[config.mk]
export PLATFORM = sky130hd
export DESIGN_NAME = hazardTop
export DESIGN_NICKNAME = d
export VERILOG_FILES = /design/src/common/pipeCtrlPkg.sv /design/src/hdl/instrClassify.sv /design/src/hdl/tuseTnewDecode.sv /design/src/hdl/stageTracker.sv /design/src/hdl/multDivTimer.sv /design/src/pipelineControl/pipelineControl.sv /design/src/hdl/hazardTop.sv
export SDC_FILE = /design/constraint.sdc
export NUM_CORES = 1
export LEC_CHECK = 0
export BUFFER_PORTS_ARGS = -buffer_cell sky130_fd_sc_hd__buf_2
export CORE_MARGIN = 2
export CORE_UTILIZATION = 50
export CTS_CLUSTER_DIAMETER = 60
export CTS_CLUSTER_SIZE = 10
export DETAILED_ROUTE_END_ITERATION = 10
export PLACE_DENSITY_LB_ADDON = 0.08
export SYNTH_ARGS = -nofsm -noshare
export SYNTH_HDL_FRONTEND = slang
export SYNTH_HIERARCHICAL = 1
export SYNTH_SLANG_ARGS = --single-unit
[constraint.sdc]
create_clock -name clk -period 10.24 [get_ports clk]
set_input_delay 2.048 -clock clk [delete_from_list [all_inputs] [get_ports clk]]
set_output_delay 2.048 -clock clk [all_outputs]
set_load 0.02 [all_outputs]
[src/common/pipeCtrlPkg.sv]
// Pipeline hazard control package with instruction codes, classes and timing types
`default_nettype none

package pipeCtrlPkg;

    // Decoded instruction codes, NOP is the bubble value
    typedef enum logic [5:0] {
        NOP   = 6'd0,
        ADDU  = 6'd1,
        SUBU  = 6'd2,
        SLL   = 6'd3,
        SRL   = 6'd4,
        SRA   = 6'd5,
        CLO   = 6'd6,
        CLZ   = 6'd7,
        MOVN  = 6'd8,
        MOVZ  = 6'd9,
        ORI   = 6'd10,
        LUI   = 6'd11,
        LW    = 6'd12,
        LB    = 6'd13,
        SW    = 6'd14,
        BEQ   = 6'd15,
        BNE   = 6'd16,
        BLEZ  = 6'd17,
        J     = 6'd18,
        JAL   = 6'd19,
        JR    = 6'd20,
        JALR  = 6'd21,
        MULT  = 6'd22,
        MULTU = 6'd23,
        DIV   = 6'd24,
        DIVU  = 6'd25,
        MFHI  = 6'd26,
        MFLO  = 6'd27,
        MTHI  = 6'd28,
        MTLO  = 6'd29
    } instrCode_t;

    // Function classes used by the hazard rules
    typedef enum logic [2:0] {
        CALC_R    = 3'd0,
        CALC_I    = 3'd1,
        MEM_READ  = 3'd2,
        MEM_WRITE = 3'd3,
        BRANCH    = 3'd4,
        JUMP      = 3'd5,
        MULTDIV   = 3'd6,
        NONE      = 3'd7
    } funcClass_t;

    typedef logic [2:0] tval_t;     // Tuse or Tnew in cycles

    // Operand that is never read
    localparam tval_t TUSE_INF = 3'd7;

    typedef logic [4:0]  regAddr_t; // Register 0 is never a hazard
    typedef logic [31:0] pc_t;

    // Control code from CP0 toward NPC
    typedef enum logic [1:0] {
        NORMAL = 2'd0,
        KTEXT  = 2'd1,  // Exception entry
        ERET   = 2'd2   // Return from exception
    } kCtrl_t;

    typedef logic [3:0] mdCount_t;  // Multiply/divide busy countdown

endpackage

`default_nettype wire

[src/hdl/instrClassify.sv]
// Instruction classifier that maps a decoded instruction code to its function class
`timescale 1ns/10ps
`default_nettype none

module instrClassify import pipeCtrlPkg::*; (
    input  wire instrCode_t instr,
    output funcClass_t      func
);

    always_comb begin
        case (instr)
            ADDU, SUBU, SLL, SRL, SRA,
            CLO, CLZ, MOVN, MOVZ:        func = CALC_R;
            ORI, LUI:                    func = CALC_I;
            LW, LB:                      func = MEM_READ;
            SW:                          func = MEM_WRITE;
            BEQ, BNE, BLEZ:              func = BRANCH;
            J, JAL, JR, JALR:            func = JUMP;
            // HI/LO access counts as multiply/divide work
            MULT, MULTU, DIV, DIVU,
            MFHI, MFLO, MTHI, MTLO:      func = MULTDIV;
            NOP:                         func = NONE;
            default:                     func = NONE;   // Unused encodings
        endcase
    end

endmodule

`default_nettype wire

[src/hdl/tuseTnewDecode.sv]
// Tuse and Tnew decoder for the instruction sitting in ID
`timescale 1ns/10ps
`default_nettype none

module tuseTnewDecode import pipeCtrlPkg::*; (
    input  wire instrCode_t instr,
    output funcClass_t      func,
    output tval_t           tuseRs,
    output tval_t           tuseRt,
    output tval_t           tnewId  // Cycles until the result exists, seen from ID
);

    instrClassify uClassify (
        .instr (instr),
        .func  (func)
    );

    always_comb begin
        tuseRs = TUSE_INF;
        tuseRt = TUSE_INF;
        tnewId = 3'd0;
        if (instr inside {MOVN, MOVZ}) begin
            // Conditional move reads both operands right away
            tuseRs = 3'd0;
            tuseRt = 3'd0;
            tnewId = 3'd1;
        end else begin
            case (func)
                CALC_R: begin
                    tuseRs = (instr inside {SLL, SRL, SRA}) ? TUSE_INF : 3'd1;
                    tuseRt = (instr inside {CLO, CLZ}) ? TUSE_INF : 3'd1;
                    tnewId = 3'd2;
                end
                CALC_I: begin
                    tuseRs = (instr == LUI) ? TUSE_INF : 3'd1;
                    tnewId = (instr == LUI) ? 3'd1 : 3'd2;
                end
                MEM_READ: begin
                    tuseRs = 3'd1;
                    tnewId = (instr == LW) ? 3'd3 : 3'd5;   // LB has an extra align stage
                end
                MEM_WRITE: begin
                    tuseRs = 3'd1;
                    tuseRt = 3'd2;  // Store data needed only in MEM
                end
                BRANCH: begin
                    tuseRs = 3'd0;
                    tuseRt = (instr inside {BEQ, BNE}) ? 3'd0 : TUSE_INF;
                end
                JUMP: begin
                    tuseRs = (instr inside {JR, JALR}) ? 3'd0 : TUSE_INF;
                    tnewId = (instr inside {JAL, JALR}) ? 3'd1 : 3'd0;   // Link value
                end
                MULTDIV: begin
                    if (instr inside {MULT, MULTU, DIV, DIVU}) begin
                        tuseRs = 3'd1;
                        tuseRt = 3'd1;
                    end else if (instr inside {MTHI, MTLO}) begin
                        tuseRs = 3'd1;
                    end
                    tnewId = (instr inside {MFHI, MFLO}) ? 3'd2 : 3'd0;
                end
                default: begin
                    tuseRs = TUSE_INF;
                    tuseRt = TUSE_INF;
                    tnewId = 3'd0;
                end
            endcase
        end
    end

endmodule

`default_nettype wire

[src/hdl/stageTracker.sv]
// Stage tracker holding EX, MEM and WB registers with Tnew countdown, bubbles and flush
`timescale 1ns/10ps
`default_nettype none

module stageTracker import pipeCtrlPkg::*; (
    input  wire             clk,
    input  wire             arstN,
    input  wire instrCode_t instrId,
    input  wire regAddr_t   destId,
    input  wire tval_t      tnewId,
    input  wire pc_t        pcId,
    input  wire             stallId,
    input  wire             clrId,
    input  wire             clrEx,
    input  wire             clrMem,
    input  wire             clrWb,
    output instrCode_t      instrEx,
    output instrCode_t      instrWb,
    output regAddr_t        destEx,
    output regAddr_t        destMem,
    output tval_t           tnewEx,
    output tval_t           tnewMem,
    output pc_t             pcEx,
    output pc_t             pcMem,
    output pc_t             pcWb
);

    instrCode_t instrMem;
    logic       bubbleEx;

    // Tnew steps down by one per stage, never below zero
    function automatic tval_t decSat(input tval_t t);
        return (t == 3'd0) ? 3'd0 : t - 3'd1;
    endfunction

    // A held or squashed ID slot must not reach EX
    assign bubbleEx = clrEx | clrId | stallId;

    always_ff @(posedge clk or negedge arstN) begin
        if (!arstN) begin
            instrEx <= NOP;
            destEx  <= '0;
            tnewEx  <= '0;
            pcEx    <= '0;
        end else if (bubbleEx) begin
            instrEx <= NOP;
            destEx  <= '0;
            tnewEx  <= '0;
            pcEx    <= '0;
        end else begin
            instrEx <= instrId;
            destEx  <= destId;
            tnewEx  <= decSat(tnewId);
            pcEx    <= pcId;
        end
    end

    always_ff @(posedge clk or negedge arstN) begin
        if (!arstN) begin
            instrMem <= NOP;
            destMem  <= '0;
            tnewMem  <= '0;
            pcMem    <= '0;
        end else if (clrMem) begin
            instrMem <= NOP;
            destMem  <= '0;
            tnewMem  <= '0;
            pcMem    <= '0;
        end else begin
            instrMem <= instrEx;
            destMem  <= destEx;
            tnewMem  <= decSat(tnewEx);
            pcMem    <= pcEx;
        end
    end

    // WB only needs the code and PC, for the delay slot check
    always_ff @(posedge clk or negedge arstN) begin
        if (!arstN) begin
            instrWb <= NOP;
            pcWb    <= '0;
        end else if (clrWb) begin
            instrWb <= NOP;
            pcWb    <= '0;
        end else begin
            instrWb <= instrMem;
            pcWb    <= pcMem;
        end
    end

endmodule

`default_nettype wire

[src/hdl/multDivTimer.sv]
// Multiply/divide busy timer with separate multiply and divide latencies
`timescale 1ns/10ps
`default_nettype none

module multDivTimer import pipeCtrlPkg::*; #(
    parameter int MULT_CYCLES = 5,
    parameter int DIV_CYCLES  = 10
) (
    input  wire             clk,
    input  wire             arstN,
    input  wire instrCode_t instrEx,
    input  wire             disMultDiv,
    output logic            mdBusy
);

    mdCount_t mdCount;
    logic     startMult;
    logic     startDiv;

    // Start only when the unit is not disabled by a flush
    assign startMult = !disMultDiv && (instrEx inside {MULT, MULTU});
    assign startDiv  = !disMultDiv && (instrEx inside {DIV, DIVU});

    always_ff @(posedge clk or negedge arstN) begin
        if (!arstN) begin
            mdCount <= '0;
        end else if (startMult) begin
            mdCount <= mdCount_t'(MULT_CYCLES);
        end else if (startDiv) begin
            mdCount <= mdCount_t'(DIV_CYCLES);
        end else if (mdCount != '0) begin
            mdCount <= mdCount - 4'd1;  // Count down to idle
        end
    end

    assign mdBusy = (mdCount != '0);

endmodule

`default_nettype wire

[src/pipelineControl/pipelineControl.sv]
// Pipeline control for stalls, flush clears, unit disables, NPC control and macro PC
`timescale 1ns/10ps
`default_nettype none

module pipelineControl import pipeCtrlPkg::*; (
    input  wire instrCode_t instrId,
    input  wire instrCode_t instrWb,
    input  wire funcClass_t funcId,
    input  wire regAddr_t   rsId,
    input  wire regAddr_t   rtId,
    input  wire regAddr_t   destEx,
    input  wire regAddr_t   destMem,
    input  wire tval_t      tuseRs,
    input  wire tval_t      tuseRt,
    input  wire tval_t      tnewEx,
    input  wire tval_t      tnewMem,
    input  wire             mdBusy,
    input  wire kCtrl_t     kCtrlCp0,
    input  wire pc_t        pcIf,
    input  wire pc_t        pcId,
    input  wire pc_t        pcEx,
    input  wire pc_t        pcMem,
    input  wire pc_t        pcWb,
    output logic            stallPc,
    output logic            stallId,
    output logic            clrId,
    output logic            clrEx,
    output logic            clrMem,
    output logic            clrWb,
    output logic            disMultDiv,
    output logic            disDm,
    output kCtrl_t          kCtrlNpc,
    output pc_t             macroPc
);

    funcClass_t funcWb;
    logic       stallRs;
    logic       stallRt;
    logic       stallMd;
    logic       hazard;
    logic       flush;

    // Class of the WB instruction tells whether it owns a delay slot
    instrClassify uClassifyWb (
        .instr (instrWb),
        .func  (funcWb)
    );

    // Operand needed before the producer in EX or MEM has it
    assign stallRs = (instrId != NOP) && (rsId != '0) &&
                     ((destEx == rsId && tnewEx > tuseRs) ||
                      (destMem == rsId && tnewMem > tuseRs));
    assign stallRt = (instrId != NOP) && (rtId != '0) &&
                     ((destEx == rtId && tnewEx > tuseRt) ||
                      (destMem == rtId && tnewMem > tuseRt));

    assign stallMd = mdBusy && (funcId == MULTDIV);   // HI/LO still in use
    assign hazard  = stallRs | stallRt | stallMd;

    assign flush = (kCtrlCp0 == KTEXT) || (kCtrlCp0 == ERET);

    // Flush wins over any pending stall
    assign stallPc = hazard && !flush;
    assign stallId = hazard && !flush;

    assign clrId      = flush;
    assign clrEx      = hazard | flush;  // Bubble or flush
    assign clrMem     = flush;
    assign clrWb      = flush;
    assign disMultDiv = flush;
    assign disDm      = flush;
    assign kCtrlNpc   = kCtrlCp0;

    // Oldest valid PC, or the branch PC if WB holds a delay slot owner
    always_comb begin
        if (funcWb == BRANCH || funcWb == JUMP) begin
            macroPc = pcWb;
        end else if (pcMem != '0) begin
            macroPc = pcMem;
        end else if (pcEx != '0) begin
            macroPc = pcEx;
        end else if (pcId != '0) begin
            macroPc = pcId;
        end else if (pcIf != '0) begin
            macroPc = pcIf;
        end else begin
            macroPc = '0;
        end
    end

endmodule

`default_nettype wire

[src/hdl/hazardTop.sv]
// Hazard control top level joining decoder, stage tracker, multiply/divide timer and control
`timescale 1ns/10ps
`default_nettype none

module hazardTop import pipeCtrlPkg::*; #(
    parameter int MULT_CYCLES = 5,
    parameter int DIV_CYCLES  = 10
) (
    input  wire             clk,
    input  wire             arstN,
    input  wire instrCode_t instrId,
    input  wire regAddr_t   rsId,
    input  wire regAddr_t   rtId,
    input  wire regAddr_t   destId,
    input  wire pc_t        pcIf,
    input  wire pc_t        pcId,
    input  wire kCtrl_t     kCtrlCp0,
    output logic            stallPc,
    output logic            stallId,
    output logic            disDm,
    output kCtrl_t          kCtrlNpc,
    output pc_t             macroPc
);

    funcClass_t funcId;
    tval_t      tuseRs;
    tval_t      tuseRt;
    tval_t      tnewId;
    tval_t      tnewEx;
    tval_t      tnewMem;
    instrCode_t instrEx;
    instrCode_t instrWb;
    regAddr_t   destEx;
    regAddr_t   destMem;
    pc_t        pcEx;
    pc_t        pcMem;
    pc_t        pcWb;
    logic       clrId;
    logic       clrEx;
    logic       clrMem;
    logic       clrWb;
    logic       disMultDiv;
    logic       mdBusy;

    tuseTnewDecode uDecode (
        .instr  (instrId),
        .func   (funcId),
        .tuseRs (tuseRs),
        .tuseRt (tuseRt),
        .tnewId (tnewId)
    );

    stageTracker uTracker (
        .clk     (clk),
        .arstN   (arstN),
        .instrId (instrId),
        .destId  (destId),
        .tnewId  (tnewId),
        .pcId    (pcId),
        .stallId (stallId),
        .clrId   (clrId),
        .clrEx   (clrEx),
        .clrMem  (clrMem),
        .clrWb   (clrWb),
        .instrEx (instrEx),
        .instrWb (instrWb),
        .destEx  (destEx),
        .destMem (destMem),
        .tnewEx  (tnewEx),
        .tnewMem (tnewMem),
        .pcEx    (pcEx),
        .pcMem   (pcMem),
        .pcWb    (pcWb)
    );

    multDivTimer #(
        .MULT_CYCLES (MULT_CYCLES),
        .DIV_CYCLES  (DIV_CYCLES)
    ) uMdTimer (
        .clk        (clk),
        .arstN      (arstN),
        .instrEx    (instrEx),
        .disMultDiv (disMultDiv),
        .mdBusy     (mdBusy)
    );

    pipelineControl uControl (
        .instrId    (instrId),
        .instrWb    (instrWb),
        .funcId     (funcId),
        .rsId       (rsId),
        .rtId       (rtId),
        .destEx     (destEx),
        .destMem    (destMem),
        .tuseRs     (tuseRs),
        .tuseRt     (tuseRt),
        .tnewEx     (tnewEx),
        .tnewMem    (tnewMem),
        .mdBusy     (mdBusy),
        .kCtrlCp0   (kCtrlCp0),
        .pcIf       (pcIf),
        .pcId       (pcId),
        .pcEx       (pcEx),
        .pcMem      (pcMem),
        .pcWb       (pcWb),
        .stallPc    (stallPc),
        .stallId    (stallId),
        .clrId      (clrId),
        .clrEx      (clrEx),
        .clrMem     (clrMem),
        .clrWb      (clrWb),
        .disMultDiv (disMultDiv),
        .disDm      (disDm),
        .kCtrlNpc   (kCtrlNpc),
        .macroPc    (macroPc)
    );

endmodule

`default_nettype wire

==> impl_metrics.yaml <==
sta:
  fin_crit_sh_pct: 75.3
  setup_tns_ns: 0
  rsz0062_at_grt: "no"
  maxSlewViolCount: 0
  fmax_ghz: 0.130
  clock_skew_ns: 0.00913
  relSlewSlack_pct: 37.9
  setup-violations-final: 0
  min_period_ns: 7.71
  finalHoldViolCount: 0
  tightest_slew_ns: 0.932
  fin_hold_ws_ns: 0.450
layout:
  drive_gt1_share_pct: 22.8
  syn_to_final_growth_pct: 18.0
  diodes: 0
  nets: 916
  fillers: 1179
routing:
  drcViolationCount: 0
  ant_nets: 0
  via_count: 5892
  wl_um: 19100
  firstDrtPassIters: 5
  viasPerCell: 5.89
  first_iter_violations: 458
  wl_per_cell_um: 19.1
clock_tree:
  postCtsSetupBuffers: 0
  cts-buffers-inserted: 17
  cts-resized-gates: 0
  htree_levels: 4
  root_buffer: "clkbuf_16"
  clkSinkCount: 134
  clkLatencyLatePin_ns: 0.42
  cts_tree: "yes"
  path_clk_slew_ns: 0.06
  cts_max_path_buffers: 2
  hold_buffers: 0
worst_setup_path:
  path_buf_inv: 3
  critical-path-max-stage-delay_ns: 0.56
  end_kind: "primary output"
  cp.required_ns: 8.19
  startpoint_type: "input pin"
  crit_arrival_ns: 5.66
  path_cells: "buf_2, or4_4, nand2_2, o32a_2, nand2b_1, nor4_1, a211oi_1, o31a_1, inv_1, ha_1, nand2_1, o21ai_0, nand3_1, a211o_1, a31oi_1, buf_2"
  critPathMostFrequentCell: "buf_2"
  path_class: "in2out"
  critPathTopFamily: "compound AO/OA/AOI/OAI gates"
  crit_fanout: 11
  cp_slowest_cell: "or4_4"
placement:
  gp_congestion: 0.855
  hpwl_um: 13300
  io_buffer_count: 125
die:
  dieArea_sq_um: 15100
  die-height_um: 123
  initial_core_util_pct: 51.0
  io_pins: 126
  die_w_um: 123
  fp-row-count: 43
  core-area_sq_um: 13800
global_routing:
  globalRouteOverflowTotal: 0
  grt_start_max_net_pins: 90
  grt_first_pass_wirelength_um: 30200
  antenna_found_initial: 0
  grt_pass1_vias: 5893
  grtUsageTotal_pct: 26.3
pwr:
  p_leak_nw: 3.93
  irDropWorstVdd_mv: 0.114
  power_density_nw_per_um2: 203
min_path:
  hold_class: "reg2reg"
synth:
  yosys_warnings: 6
  syn_inst: 706
  syn_nets: 813
  netlist_area_sq_um: 7050
  avgSynthCellArea_sq_um: 9.99
run:
  cap_violations: 0
status:
  status: "completed"
through the flow:
step	setup slack (ns)	std cells	utilization [%]	instance area (sq um)	power (mW)
after floorplan	2.72	706	-	7050	0.920
after global placement	2.65	970	55.9	7730	1.07
after detailed placement	2.59	970	55.9	7730	1.08
after CTS	2.56	1001	60.2	8330	1.70
after global routing	2.29	1001	60.2	8330	1.77
final	2.53	1001	60.2	8330	1.69
metal layers:
metal  GRT usage, %  wire [um]  vias to the layer above
li1               -          -                     2729
met1           37.6       8870                     2950
met2           40.2       8890                      189
met3           5.67       1010                       24
met4           8.41        307                        0
met5              0          0                        -
area by class of cell:
| cell class | instances | area (sq um) | area share [%] |
|---|---|---|---|
| Clock inverter | 12 | 153 | 1.83 |
| Tap cell | 180 | 225 | 2.71 |
| Multi-Input combinational cell | 510 | 3410 | 41.0 |
| Clock buffer | 19 | 443 | 5.32 |
| Sequential cell | 134 | 3350 | 40.3 |
| Inverter | 13 | 48.8 | 0.586 |
| Timing Repair Buffer | 133 | 688 | 8.27 |
power by group:
part           leakage, nW  total, mW  internal, mW  switching, mW
combinational         1.81      0.486         0.182          0.304
sequential            1.84      0.589         0.564         0.0250
clock                0.281      0.619         0.387          0.232
total                 3.93       1.69          1.13          0.561
registers in the layout (all words and copies together), names as in the netlist:
register,count
uTracker/pcEx,32
uTracker/tnewMem,3
uTracker/instrMem,6
uTracker/destEx,5
uTracker/pcWb,32
uTracker/instrEx,6
uMdTimer/mdCount,4
uTracker/pcMem,32
uTracker/tnewEx,3
uTracker/instrWb,6
uTracker/destMem,5
placed cells by master, fill, tap and decap left out, types with 2 or more instances in the layout:
cell          n
or4_1         5
inv_1        11
nor2b_1      65
nand4_1       6
nor2_1       46
o21ai_0       7
xor2_1       21
bufinv_16     3
o32ai_1       2
clkinv_2      3
or3b_1        2
inv_2         2
mux2i_1       4
buf_2       124
or3b_2        2
nand2b_1      9
nand2_1      20
clkbuf_16    17
o2bb2ai_1    29
nand4b_1      2
ha_1         18
and2_1       43
clkinvlp_4    4
a211oi_1     35
or3_1         2
buf_4         9
dfrtp_1     134
a31oi_1       6
and2b_1      20
nor4_1       42
nand3_1      36
a211o_1       2
nor3_1        6
and4_1        2
or2_2         2
o31ai_1       3
a21oi_1      43
final timing paths:
| kind | depth (start not counted) | from | to | slack [ns] |
|---|---|---|---|---|
| setup / recovery | 16 | instrId[0] | stallId | 2.53 |
| hold / removal | 1 | uTracker/instrEx[0] | uTracker/instrMem[0] | 0.45 |
| setup reg to reg | 8 | uMdTimer/mdCount[0] | uTracker/instrEx[5] | 7.39 |
| hold reg to reg | 1 | uTracker/instrEx[0] | uTracker/instrMem[0] | 0.45 |
| max in group asynchronous | 2 | arstN | uTracker/pcMem[7] | 7.09 |
| min in group asynchronous | 1 | arstN | uTracker/instrWb[5] | 1.70 |
Note: power is estimated with default switching activity, not from simulation.
